File: config.mk
export PLATFORM = sky130hd
export DESIGN_NAME = pad_router
export DESIGN_NICKNAME = d
export VERILOG_FILES = /design/src/hdl/pad_pkg.sv /design/src/hdl/pad_router.sv /design/src/hdl/player_slot_mux.sv /design/src/hdl/llapi_pad_port.sv
export VERILOG_INCLUDE_DIRS = /design/src /design/src/hdl
export SDC_FILE = /design/constraint.sdc
export NUM_CORES = 1
export LEC_CHECK = 0
export BUFFER_PORTS_ARGS = -buffer_cell sky130_fd_sc_hd__buf_2
export CAP_MARGIN = 20
export CORE_ASPECT_RATIO = 2
export CORE_MARGIN = 2
export CORE_UTILIZATION = 42
export DETAILED_ROUTE_END_ITERATION = 8
export PLACE_DENSITY_LB_ADDON = 0.3
export SYNTH_ARGS = -nofsm -noshare
export SYNTH_HDL_FRONTEND = slang
export SYNTH_HIERARCHICAL = 1
export SYNTH_SLANG_ARGS = --single-unit
File: constraint.sdc
create_clock -name clk_sys -period 2.1 [get_ports clk_sys]
set_input_delay 0.42 -clock clk_sys [delete_from_list [all_inputs] [get_ports clk_sys]]
set_output_delay 0.42 -clock clk_sys [all_outputs]
set_load 0.005 [all_outputs]
File: src/hdl/pad_config.svh
/*
 * Pad router configuration
 * Port and player counts, adapter type codes for layout and presence
 */
`ifndef PAD_CONFIG_SVH
`define PAD_CONFIG_SVH

////////////////////////////////////////
// Port counts

`define PAD_NUM_PORTS   2   // Low-latency adapter ports
`define PAD_NUM_PLAYERS 5   // Player slots, also the USB pad count

////////////////////////////////////////
// Adapter type codes with the six-button layout

`define PAD_TYPE_SIX_0  8'd3
`define PAD_TYPE_SIX_1  8'd8
`define PAD_TYPE_SIX_2  8'd11
`define PAD_TYPE_SIX_3  8'd20
`define PAD_TYPE_SIX_4  8'd21
`define PAD_TYPE_SIX_5  8'd54

////////////////////////////////////////
// Codes that identify no controller

// Atari stick or empty port, present only once a button shows up
`define PAD_TYPE_NONE   8'd0
`define PAD_TYPE_ABSENT 8'd255   // Adapter reports nothing attached

`endif
File: src/hdl/pad_pkg.sv
/*
 * Pad router types
 * Console pad word, the two views of the adapter button word,
 * the adapter report and the result of one adapter port
 */
package pad_pkg;

	// Console pad word, top bit first
	typedef struct packed {
		logic z;
		logic y;
		logic x;
		logic mode;
		logic start;
		logic c;
		logic b;
		logic a;
		logic up;
		logic down;
		logic left;
		logic right;
	} md_pad_t;

	// Adapter word as seen by six-button pads
	typedef struct packed {
		logic [3:0]  rsvd_hi;
		logic        up;        // Bit 27
		logic        down;
		logic        left;
		logic        right;     // Bit 24
		logic [15:0] rsvd_mid;  // Unused here
		logic        c;         // Bit 7
		logic        z;
		logic        start;
		logic        mode;
		logic        y;
		logic        x;
		logic        b;
		logic        a;         // Bit 0
	} six_btn_t;

	// Same word for three-button and other pads
	typedef struct packed {
		logic [3:0]  rsvd_hi;
		logic        up;
		logic        down;
		logic        left;
		logic        right;
		logic [15:0] rsvd_mid;
		logic        x;         // Bit 7
		logic        z;
		logic        start;
		logic        mode;
		logic        y;
		logic        a;
		logic        c;
		logic        b;         // Bit 0
	} std_btn_t;

	typedef union packed {
		six_btn_t six_btn;
		std_btn_t std_btn;
	} llapi_btn_u;

	// One report from the adapter front end
	typedef struct packed {
		llapi_btn_u buttons;
		logic [7:0] dev_type;   // Adapter type code
		logic       en;         // Adapter link up
	} llapi_report_t;

	// Result of one adapter port
	typedef struct packed {
		md_pad_t pad;
		logic    present;
		logic    menu;      // Down + start + A held
	} port_pad_t;

endpackage

File: src/hdl/pad_router.sv
/*
 * Pad router top
 * Adapter ports in parallel, drained by the player slot multiplexer
 */
`timescale 1ns/100ps
`include "pad_config.svh"

module pad_router (
	input  logic                   clk_sys,
	input  logic                   reset,
	input  pad_pkg::llapi_report_t llapi_rep [`PAD_NUM_PORTS],
	input  pad_pkg::md_pad_t       usb_pad [`PAD_NUM_PLAYERS],
	input  logic                   llapi_select,
	input  logic                   swap_ports,
	output pad_pkg::md_pad_t       player [`PAD_NUM_PLAYERS],
	output logic                   menu_button
);
	import pad_pkg::*;

	port_pad_t port_out [`PAD_NUM_PORTS];  // One result per adapter

	////////////////////////////////////////
	// Adapter ports

	generate
		for (genvar k = 0; k < `PAD_NUM_PORTS; k++) begin : g_port
			llapi_pad_port port_i (
				.clk_sys      (clk_sys),
				.reset        (reset),
				.rep          (llapi_rep[k]),
				.llapi_select (llapi_select),
				.port_out     (port_out[k])
			);
		end
	endgenerate

	////////////////////////////////////////
	// Slot assignment

	// Second register stage
	player_slot_mux mux_i (
		.clk_sys     (clk_sys),
		.reset       (reset),
		.port_out    (port_out),
		.usb_pad     (usb_pad),
		.swap_ports  (swap_ports),
		.player      (player),
		.menu_button (menu_button)
	);

endmodule

File: src/hdl/player_slot_mux.sv
/*
 * Player slot multiplexer
 * Places adapter pads in their own slots, moves USB pads to the
 * free ones, applies the player 1/2 swap and merges menu requests
 */
`timescale 1ns/100ps
`include "pad_config.svh"

module player_slot_mux (
	input  logic               clk_sys,
	input  logic               reset,
	input  pad_pkg::port_pad_t port_out [`PAD_NUM_PORTS],
	input  pad_pkg::md_pad_t   usb_pad [`PAD_NUM_PLAYERS],
	input  logic               swap_ports,
	output pad_pkg::md_pad_t   player [`PAD_NUM_PLAYERS],
	output logic               menu_button
);
	import pad_pkg::*;

	localparam int IDX_W = $clog2(`PAD_NUM_PLAYERS + 1);

	md_pad_t slot    [`PAD_NUM_PLAYERS];   // Before the swap
	md_pad_t slot_sw [`PAD_NUM_PLAYERS];
	logic    menu_any;

	////////////////////////////////////////
	// Slot assignment

	// Adapter k owns slot k when present, USB pads fill the rest in order
	always_comb begin
		logic [IDX_W-1:0] usb_idx;

		usb_idx = '0;
		for (int s = 0; s < `PAD_NUM_PORTS; s++) begin
			if (port_out[s].present) begin
				slot[s] = port_out[s].pad;
			end else begin
				slot[s] = usb_pad[usb_idx];
				usb_idx = usb_idx + 1'b1;
			end
		end
		for (int s = `PAD_NUM_PORTS; s < `PAD_NUM_PLAYERS; s++) begin
			slot[s] = usb_pad[usb_idx];
			usb_idx = usb_idx + 1'b1;
		end
	end

	always_comb begin
		slot_sw = slot;
		if (swap_ports) begin
			slot_sw[0] = slot[1];   // Player 1/2 swap
			slot_sw[1] = slot[0];
		end
	end

	// Any port may call the menu
	always_comb begin
		menu_any = 1'b0;
		for (int p = 0; p < `PAD_NUM_PORTS; p++) begin
			menu_any = menu_any | port_out[p].menu;
		end
	end

	////////////////////////////////////////
	// Output register

	always_ff @(posedge clk_sys) begin
		if (reset) begin
			player      <= '{default: '0};
			menu_button <= 1'b0;
		end else begin
			player      <= slot_sw;
			menu_button <= menu_any;
		end
	end

	// Console must see idle pads straight after reset
	generate
		for (genvar s = 0; s < `PAD_NUM_PLAYERS; s++) begin : g_rst_chk
			a_player_clear: assert property (@(posedge clk_sys)
				reset |=> player[s] == '0);
		end
	endgenerate

endmodule

File: src/hdl/llapi_pad_port.sv
/*
 * Adapter port
 * Decodes one adapter report into a console pad word and
 * flags controller presence and the menu button combo
 */
`timescale 1ns/100ps
`include "pad_config.svh"

module llapi_pad_port (
	input  logic                   clk_sys,
	input  logic                   reset,
	input  pad_pkg::llapi_report_t rep,
	input  logic                   llapi_select,
	output pad_pkg::port_pad_t     port_out
);
	import pad_pkg::*;

	logic    six_layout;
	logic    id_known;
	logic    any_btn;
	logic    pressed;     // Sticky flag of any button seen since reset
	md_pad_t pad_dec;
	logic    menu_combo;

	////////////////////////////////////////
	// Layout and identity

	always_comb begin
		case (rep.dev_type)
			`PAD_TYPE_SIX_0,
			`PAD_TYPE_SIX_1,
			`PAD_TYPE_SIX_2,
			`PAD_TYPE_SIX_3,
			`PAD_TYPE_SIX_4,
			`PAD_TYPE_SIX_5: six_layout = 1'b1;
			default:         six_layout = 1'b0;
		endcase
	end

	// Type 0 can still be a real pad, so a button press also counts
	assign id_known = (rep.dev_type != `PAD_TYPE_NONE) &&
		(rep.dev_type != `PAD_TYPE_ABSENT);
	assign any_btn  = |rep.buttons;

	////////////////////////////////////////
	// Button decode

	always_comb begin
		if (six_layout) begin
			pad_dec.x     = rep.buttons.six_btn.x;
			pad_dec.c     = rep.buttons.six_btn.c;
			pad_dec.b     = rep.buttons.six_btn.b;
			pad_dec.a     = rep.buttons.six_btn.a;
		end else begin
			pad_dec.x     = rep.buttons.std_btn.x;
			pad_dec.c     = rep.buttons.std_btn.c;
			pad_dec.b     = rep.buttons.std_btn.b;
			pad_dec.a     = rep.buttons.std_btn.a;
		end
		// Face buttons shared by both layouts
		pad_dec.z     = rep.buttons.six_btn.z;
		pad_dec.y     = rep.buttons.six_btn.y;
		pad_dec.mode  = rep.buttons.six_btn.mode;
		pad_dec.start = rep.buttons.six_btn.start;
		// D-pad sits in the same bits for every layout
		pad_dec.up    = rep.buttons.six_btn.up;
		pad_dec.down  = rep.buttons.six_btn.down;
		pad_dec.left  = rep.buttons.six_btn.left;
		pad_dec.right = rep.buttons.six_btn.right;
	end

	// Menu combo on raw bits for every layout
	assign menu_combo = rep.buttons.six_btn.down &
		rep.buttons.six_btn.start & rep.buttons.six_btn.a;

	////////////////////////////////////////
	// Output register

	always_ff @(posedge clk_sys) begin
		if (reset) begin
			pressed  <= 1'b0;
			port_out <= '0;
		end else begin
			if (any_btn) begin
				pressed <= 1'b1;
			end
			port_out.pad     <= pad_dec;
			// A press in this cycle counts as well
			port_out.present <= rep.en && llapi_select &&
				(id_known || pressed || any_btn);
			port_out.menu    <= menu_combo; // Not gated by select
		end
	end

	// With the link up and the type code unchanged, presence holds
	a_present_holds: assert property (@(posedge clk_sys) disable iff (reset)
		port_out.present && rep.en && llapi_select && $stable(rep.dev_type)
		|=> port_out.present);

endmodule

Yosys cells after proc, flatten, opt, wreduce, memory -nomap -nowiden:

Index checks and enable logic that the tools add are counted.

* input bits: 146
* word-level logic and storage cells: 160
* output and inout bits: 61
* register bits: 91

* add/sub/neg operators: 3
* mux-type cells: 23
* order comparisons: 4
* reductions and logical operators: 16
* bitwise logic cells: 9
* equal/unequal tests: 14

Operator list (number)
* 12-bit binary-select mux with 3-bit select: 4
* 12-bit two-way mux: 10
* 32-bit OR reduction: 2
* 8-bit by 4-bit == test with 1-bit output (second input constant): 4
* 8-bit by 5-bit == test with 1-bit output (second input constant): 4
* 24-bit two-way mux: 1
* 8-bit by 2-bit == test with 1-bit output (second input constant): 2
* 8-bit by 6-bit == test with 1-bit output (second input constant): 2
* 4-bit greater-or-equal comparator (second input constant): 4
* 8-bit != test (second input constant): 2
* 8-bit nonzero test: 2
* 3-bit inverter with 4-bit output: 3
* 6-bit OR reduction: 2
* 3-bit two-way mux: 3
* 3-bit by 1-bit adder with 3-bit output (second input constant): 2
* 1-bit logical AND: 6
* 1-bit two-way mux: 5
* 1-bit bitwise AND: 4
* 1-bit logical OR: 4
* 1-bit inverter with 4-bit output: 1
* 1-bit by 1-bit adder with 2-bit output (second input constant): 1
* 1-bit OR: 1

Longest topological paths before layout:

Gate-level depths: netlist of run 1.

* depth after elaboration: 9
* gate-level depth with buffers: 11

Modules after synthesis:

The synthesis of run 1 kept the hierarchy.

By module, submodules not included
* player_slot_mux: area an instance 3201.8 sq um, instances 1, cells an instance 321, sequential area each 1221.2 sq um
* llapi_pad_port: area an instance 628.1 sq um, instances 2, cells an instance 63, sequential area each 300.3 sq um

Worst setup path before layout of run 1:

No wires, ideal clock.

* path type: register -> register
* start: register, netlist name g_port[0].port_i/port_out[1]
* end: register, netlist name mux_i/player[10]
* data required time: 1978 ps
* buffers on the path: 5
* arrival: 1953 ps
* cell stages (with the launch flop): 10
* clock period less this slack: 2075 ps
* slack: 25 ps
* cells stage by stage: dfxtp_1 -> buf_4 -> buf_6 -> buf_6 -> inv_1 -> ha_1 -> buf_6 -> buf_12 -> mux2_4 -> a221o_1

* longest elaborated chain between the ends: 9

RTL lines
* 1-bit two-way mux *: line player_slot_mux.sv:35 `if (port_out[s].present) begin`
* 1-bit by 1-bit adder with 2-bit output: line player_slot_mux.sv:39 `usb_idx = usb_idx + 1'b1;`
* 3-bit two-way mux *: line player_slot_mux.sv:35
* 3-bit by 1-bit adder with 3-bit output * (2 in series): line player_slot_mux.sv:44 `usb_idx = usb_idx + 1'b1;`
* 3-bit inverter with 4-bit output (not written as such) *: line player_slot_mux.sv:43 `slot[s] = usb_pad[usb_idx];`
* 12-bit binary-select mux with 3-bit select *: line player_slot_mux.sv:43
* 12-bit two-way mux (not written as such) * (2 in series): line player_slot_mux.sv:43

Mark *: on every way between the ends. The rest lies on a longest branch, timed or not. The select of a mux whose other input is x is not followed.
A chain may end at the register's enable or synchronous reset.

Final worst setup path of run 1:

* start: register, netlist name g_port[1].port_i/port_out[1]
* end: register, netlist name mux_i/player[6]

* longest elaborated chain between the ends: 7

RTL lines (line)
* 3-bit two-way mux: player_slot_mux.sv:35
* 3-bit by 1-bit adder with 3-bit output (2 in series): player_slot_mux.sv:44
* 3-bit inverter with 4-bit output (not written as such): player_slot_mux.sv:43
* 12-bit binary-select mux with 3-bit select: player_slot_mux.sv:43
* 12-bit two-way mux (not written as such) (2 in series): player_slot_mux.sv:43

No other way between the ends. The select of a mux whose other input is x is not followed.

==> results.py, run 1 <==
metrics = {
    "outcome": {
        "run_status": "finished, final reports clean",
    },
    "route": {
        "postRouteAntennaNets": 0,
        "drt-initial-drc-count": 179,
        "vias_per_cell": 5.57,
        "route.detailed.drc": 0,
        "vias": 4356,
        "drt_pass1_iterations": 4,
        "finalWirelength_mm": 13.2,
        "wire_per_inst_um": 16.9,
    },
    "die": {
        "io_pins": 207,
        "die_h_um": 150,
        "start_util_pct": 42.8,
        "core_area_mm2": 0.0104,
        "rows": 53,
        "die-area_mm2": 0.0115,
        "die-width_um": 76.9,
    },
    "timing": {
        "hold_viol": 0,
        "fin_skew_ns": 0.00606,
        "period_needed_ns": 1.84,
        "max_freq_mhz": 542,
        "tns_ns": 0,
        "rsz0062_at_grt": "false",
        "finalCritPeriodShare_pct": 87.8,
        "setup_viol": 0,
        "drv_slew": 0,
        "worst_pin_slew_ns": 0.887,
        "slew_headroom_pct": 40.6,
        "hold_ws_ns": 0.314,
        "layout_setup_ws_ns": 0.255,
    },
    "logic_synthesis": {
        "muxShareOfSynthArea_pct": 16.8,
        "synthAdderAreaFrac_pct": 0.842,
        "yosys.area_share.simple_pct": 15.6,
        "synth_edf_count": 0,
        "syn_avg_cell_area_um2": 9.97,
        "syn_area_mm2": 0.00446,
        "synth_top_area_share_pct": 40.9,
        "synth_top_cell_by_area": "dfxtp_1",
        "synth-xor-area-share_pct": 0,
        "netlist_instances": 447,
        "ys_warn_count": 6,
        "synthArstFlopShare_pct": 0,
        "ys_types": 40,
        "ys.flop_type": "dfxtp_1",
        "yosysSeqAreaShare_pct": 40.9,
        "synth_top_family_by_area": "compound AO/OA/AOI/OAI gates",
        "synth.area.top_cells": "dfxtp_1 41%, mux2i_1 9.9%, a211oi_1 6.4%, nor4_1 3.6%, mux2_2 3.5%",
        "ys_ff_latch": 91,
        "synth_compound_area_share_pct": 20.6,
        "syn_nets": 596,
    },
    "global_routing": {
        "grt_pass1_wl_mm": 20.6,
        "antenna_found_initial": 0,
        "grt_pass1_vias": 4353,
        "grt_use_total_pct": 22.5,
        "grt_max_degree": 53,
        "gr-total-overflow": 0,
    },
    "clock_tree": {
        "cts-buffers-inserted": 9,
        "cts_tree": "done",
        "clkLatencyLatePin_ns": 0.33,
        "cts_hold_buf": 0,
        "root_buffer": "clkbuf_16",
        "path_clk_slew_ns": 0.06,
        "post_cts_buffers": 0,
        "htree_levels": 3,
        "cts_resized": 0,
        "cts_sinks": 91,
        "cts.path.max_buffers": 2,
    },
    "critical_path": {
        "cpMaxStageDelayCell": "and4bb_2",
        "timing_worst_setup_path_type": "reg2reg",
        "timing.rr.start": "g_port[1].port_i/port_out[1]",
        "cp_num_buf_inv": 2,
        "required_ns": 2.32,
        "cp_max_fo": 52,
        "reg2reg_slack_ns": 0.26,
        "worstRegToRegCells": 5,
        "crit_chain": "inv_1 > ha_2 > buf_12 > and4bb_2 > a221o_1",
        "endpoint_kind": "flip-flop",
        "cp_top_family": "simple AND/OR/NAND/NOR gates",
        "crit_path_max_incr_delay_ns": 0.39,
        "start_kind": "flip-flop",
        "critPathArrivalTime_ns": 2.06,
        "r2r-end": "mux_i/player[6]",
    },
    "power_and_ir_drop": {
        "comb_power_share_pct": 17.5,
        "clkPwrFrac_pct": 40.3,
        "p_switching_mw": 1.10,
        "seqPwrFrac_pct": 42.1,
        "p_int_mw": 3.40,
        "irDropWorstVdd_v": 0.000392,
        "p_leak_nw": 2.67,
        "switching_share_pct": 24.5,
        "p_per_area_mw_per_mm2": 762,
    },
    "placed_design": {
        "port_buffers": 206,
        "dp_hpwl_mm": 10.6,
        "place_congestion": 0.896,
        "dpl_cell_area_mm2": 0.00556,
        "dp_slack_ns": 0.267,
    },
    "finish": {
        "area_growth_pct": 32.3,
        "stdcell_area_mm2": 0.00590,
        "drive_gt1_share_pct": 42.2,
        "nNetsFinal": 789,
        "diodes": 0,
    },
    "hold_path": {
        "whs_path_depth": 2,
        "hold_class": "in2reg",
        "holdCritStartpoint": "llapi_rep[75]",
        "min_delay_worst_endpoint": "g_port[0].port_i/port_out[3]",
    },
    "flow_run": {
        "drv_cap": 0,
    },
}
[cell usage after synthesis (3+ instances only)]
cell	n
mux2_2	14
nand4_1	4
nand3b_1	3
a221o_1	12
nand2_1	4
buf_6	4
a22oi_1	11
dfxtp_1	91
nor2b_1	17
inv_1	4
nor4_1	26
or4b_1	4
nand2b_1	11
buf_4	4
nor3_1	6
buf_2	16
nor2_1	33
o21ai_0	15
ha_1	3
o22ai_1	22
clkbuf_1	11
mux2_4	10
a211o_1	12
a211oi_1	38
nand3_1	6
mux2i_1	44
[power by group through the flow]
| stage | sequential [mW] | clock (mW) | combinational, mW |
|---|---|---|---|
| final | 1.89 | 1.81 | 0.789 |
| after global routing | 1.90 | 1.92 | 0.860 |
| after CTS | 1.89 | 1.85 | 0.788 |
| after detailed placement | 1.93 | 0 | 0.786 |
| after global placement | 1.93 | 0 | 0.763 |
| after floorplan | 1.94 | 0 | 0.417 |
[stage by stage]
step           total power [mW]  utilization, %  cells
5_1_grt                    4.68            56.7    782
3_5_place_dp               2.72            53.4    766
2_1_floorplan              2.36               -    447
4_1_cts                    4.53            56.7    782
3_3_place_gp               2.70            53.4    766
6_report                   4.50            56.7    782
[cell usage in the layout, fill, tap and decap left out, types with 14 or more instances in the layout]
| master | synthesis | layout |
|---|---|---|
| mux2_2 | 14 | 14 |
| o21ai_0 | 15 | 15 |
| a211oi_1 | 38 | 38 |
| mux2i_1 | 44 | 44 |
| o22ai_1 | 22 | 22 |
| nor2_1 | 33 | 33 |
| buf_2 | 16 | 206 |
| dfxtp_1 | 91 | 91 |
| nor2b_1 | 17 | 17 |
| nor4_1 | 26 | 26 |
[metal layers]
layer | GRT usage [%] | up-vias | wire [um]
li1 | - | 2105 | -
met1 | 22.1 | 1996 | 4640
met2 | 42.9 | 217 | 7150
met3 | 3.68 | 38 | 814
met4 | 14.1 | 0 | 589
met5 | 0 | - | 0
[how the worst max path moves through the flow]
stage / startpoint / endpoint / slack (ns) / cells after the start
after detailed placement: g_port[1].port_i/port_out[1] / mux_i/player[6] / 0.27 / 5
after floorplan: g_port[0].port_i/port_out[1] / mux_i/player[10] / 0.03 / 9
after global routing: g_port[1].port_i/port_out[1] / mux_i/player[9] / 0.16 / 4
after CTS: g_port[1].port_i/port_out[1] / mux_i/player[6] / 0.26 / 5
after global placement: g_port[0].port_i/port_out[1] / mux_i/player[0] / 0.33 / 5
final: g_port[1].port_i/port_out[1] / mux_i/player[6] / 0.26 / 5
[area by class of cell]
class                           count  area, um^2
Clock buffer                        9         225
Clock inverter                      7         116
Fill cell                         963        4510
Inverter                            4        15.0
Multi-Input combinational cell    315        2410
Sequential cell                    91        1820
Tap cell                          137         171
Timing Repair Buffer              219        1140
[cells by family (layout without fill, tap and decap cells)]
logic type,after synthesis,after routing
AO/OA/AOI/OAI,120,120
adder cells (fa/ha/maj),3,3
buffers and inverters,41,239
flip-flops,91,91
multiplexers,68,68
AND/OR/NAND/NOR,124,124
[state kept, by name, indices dropped and copies added, names as in the netlist]
name                    cells
g_port.port_i/port_out     28
mux_i/menu_button           1
mux_i/player               60
g_port.port_i/pressed       2
Note: power is estimated with default switching activity, not from simulation.
==> inputs of run 2 (changes only) <==
CELL_PAD_IN_SITES_DETAIL_PLACEMENT = 1   (was not set)
CELL_PAD_IN_SITES_GLOBAL_PLACEMENT = 1   (was not set)
CORE_UTILIZATION = 31   (was 42)
==> results.py, run 2 (synthesis gave the netlist of run 1 again) <==
metrics = {
    "global_routing": {
        "met3_usage_pct": 3.14,
        "use_met1_pct": 24.3,
        "grt_busiest_layer": "met2",
        "gr-total-overflow": 0,
        "grt_pass1_vias": 4510,
        "grt_pass1_wl_mm": 24.1,
        "grt_max_degree": 81,
        "antenna_found_initial": 0,
        "grt_use_total_pct": 20.7,
        "grt.met2_usage_pct": 36.8,
    },
    "route": {
        "vias": 4355,
        "finalWirelength_mm": 16.2,
        "drt_pass1_iterations": 4,
        "wire_per_inst_um": 19.3,
        "vias_per_cell": 5.21,
        "postRouteAntennaNets": 0,
        "drt-initial-drc-count": 170,
        "route.detailed.drc": 0,
    },
    "timing": {
        "hold_ws_ns": 0.299,
        "layout_setup_ws_ns": 0.156,
        "fin_skew_ns": 0.00842,
        "max_freq_mhz": 514,
        "finalCritPeriodShare_pct": 92.6,
        "period_needed_ns": 1.94,
        "hold_viol": 0,
        "slew_headroom_pct": 56.8,
        "drv_slew": 0,
        "rsz0062_at_grt": "false",
        "worst_pin_slew_ns": 0.644,
        "setup_viol": 0,
    },
    "finish": {
        "regMostFlops": "mux_i/player",
        "drive_gt1_share_pct": 41.8,
        "final_cell_mix": "206 x buf_2, 91 x dfxtp_1, 44 x mux2i_1, 38 x a211oi_1, 33 x nor2_1",
        "nNetsFinal": 789,
        "final_common_cell": "buf_2",
        "reg_top3": "mux_i/player (60), g_port.port_i/port_out (28), g_port.port_i/pressed (2)",
        "area_growth_pct": 33.5,
        "largest_reg_flops": 60,
        "diodes": 0,
    },
    "clock_tree": {
        "cts_resized": 0,
        "cts-buffers-inserted": 9,
        "clkLatencyLatePin_ns": 0.34,
        "cts_tree": "done",
        "root_buffer": "clkbuf_16",
        "cts_hold_buf": 0,
        "cts.path.max_buffers": 2,
        "path_clk_slew_ns": 0.07,
        "cts_sinks": 91,
        "post_cts_buffers": 0,
        "htree_levels": 3,
    },
    "critical_path": {
        "start_kind": "flip-flop",
        "timing.rr.start": "g_port[1].port_i/port_out[1]",
        "critPathArrivalTime_ns": 2.16,
        "required_ns": 2.32,
        "endpoint_kind": "flip-flop",
        "worstRegToRegCells": 6,
        "r2r-end": "mux_i/player[7]",
        "timing_worst_setup_path_type": "reg2reg",
        "reg2reg_slack_ns": 0.16,
        "cp_max_fo": 14,
        "crit_end": "mux_i/player[7]",
        "cp-startpoint": "g_port[1].port_i/port_out[1]",
    },
    "die": {
        "rows": 62,
        "die-area_mm2": 0.0154,
        "core_area_mm2": 0.0142,
        "die-width_um": 88.8,
        "start_util_pct": 31.4,
        "io_pins": 207,
        "die_h_um": 174,
    },
    "power_and_ir_drop": {
        "irDropWorstVdd_v": 0.000373,
        "p_per_area_mw_per_mm2": 735,
        "p_leak_nw": 2.66,
    },
    "outcome": {
        "run_status": "finished, final reports clean",
    },
    "placed_design": {
        "dp_slack_ns": 0.212,
        "dp_hpwl_mm": 12.6,
        "place_congestion": 0.822,
        "port_buffers": 206,
    },
    "flow_run": {
        "drv_cap": 0,
    },
    "hold_path": {
        "hold_class": "in2reg",
    },
}
run 2: cell count changes in the layout (fill, tap and decap cells not counted), moves of 2 or more:
cell       change
clkbuf_8       +2
bufinv_16      -2
clkinv_2       -2
buf_12         +2
buf_4          -2
run 2: layout make-up:
| cell class | count | area [um^2] |
|---|---|---|
| fill | 1697 | 8250 |
| multi-input combinational | 315 | 2400 |
| sequential | 91 | 1820 |
| timing repair buffer | 219 | 1170 |
| clock buffer | 12 | 256 |
| tap | 192 | 240 |
| clock inverter | 3 | 47.5 |
| inverter | 4 | 15.0 |
run 2: power by group:
group / internal [mW] / switching (mW) / total [mW]
Sequential: 1.86 / 0.0424 / 1.90
Combinational: 0.391 / 0.441 / 0.832
Clock: 0.985 / 0.662 / 1.65
run 2: worst min-delay path by stage:
| stage | startpoint | end | slack (ns) | cells past startpoint |
|---|---|---|---|---|
| after detailed placement | g_port[1].port_i/port_out[0] | mux_i/menu_button | 0.44 | 2 |
| final | llapi_rep[56] | g_port[0].port_i/port_out[13] | 0.30 | 2 |
| after global routing | llapi_rep[33] | g_port[1].port_i/port_out[2] | 0.30 | 2 |
| after CTS | llapi_rep[56] | g_port[0].port_i/port_out[13] | 0.29 | 2 |
| after floorplan | g_port[0].port_i/port_out[0] | mux_i/menu_button | 0.41 | 2 |
| after global placement | g_port[1].port_i/port_out[0] | mux_i/menu_button | 0.44 | 2 |
run 2: per-stage QoR:
| stage | area, um^2 | cells | setup TNS (ns) | util [%] | power [mW] |
|---|---|---|---|---|---|
| 5_1_grt | 5950 | 836 | 0 | 41.9 | 4.56 |
| 3_5_place_dp | 5650 | 821 | 0 | 39.8 | 2.77 |
| 4_1_cts | 5950 | 836 | 0 | 41.9 | 4.42 |
| 6_report | 5950 | 836 | 0 | 41.9 | 4.38 |
| 3_3_place_gp | 5640 | 820 | -1.32 | 39.7 | 2.76 |
| 2_1_floorplan | 4460 | 447 | 0 | - | 2.36 |
run 2: layer usage:
layer | vias up | wire length, um
li1 | 2105 | -
met1 | 2067 | 6280
met2 | 167 | 8670
met3 | 16 | 882
met4 | 0 | 341
met5 | - | 0
run 2: worst max-delay path, stage by stage, from the launching register on:
cell	delay, ns
dfxtp_1	0.34
inv_1	0.07
ha_2	0.47
buf_12	0.19
mux2i_1	0.36
nor4_1	0.10
a221o_1	0.28
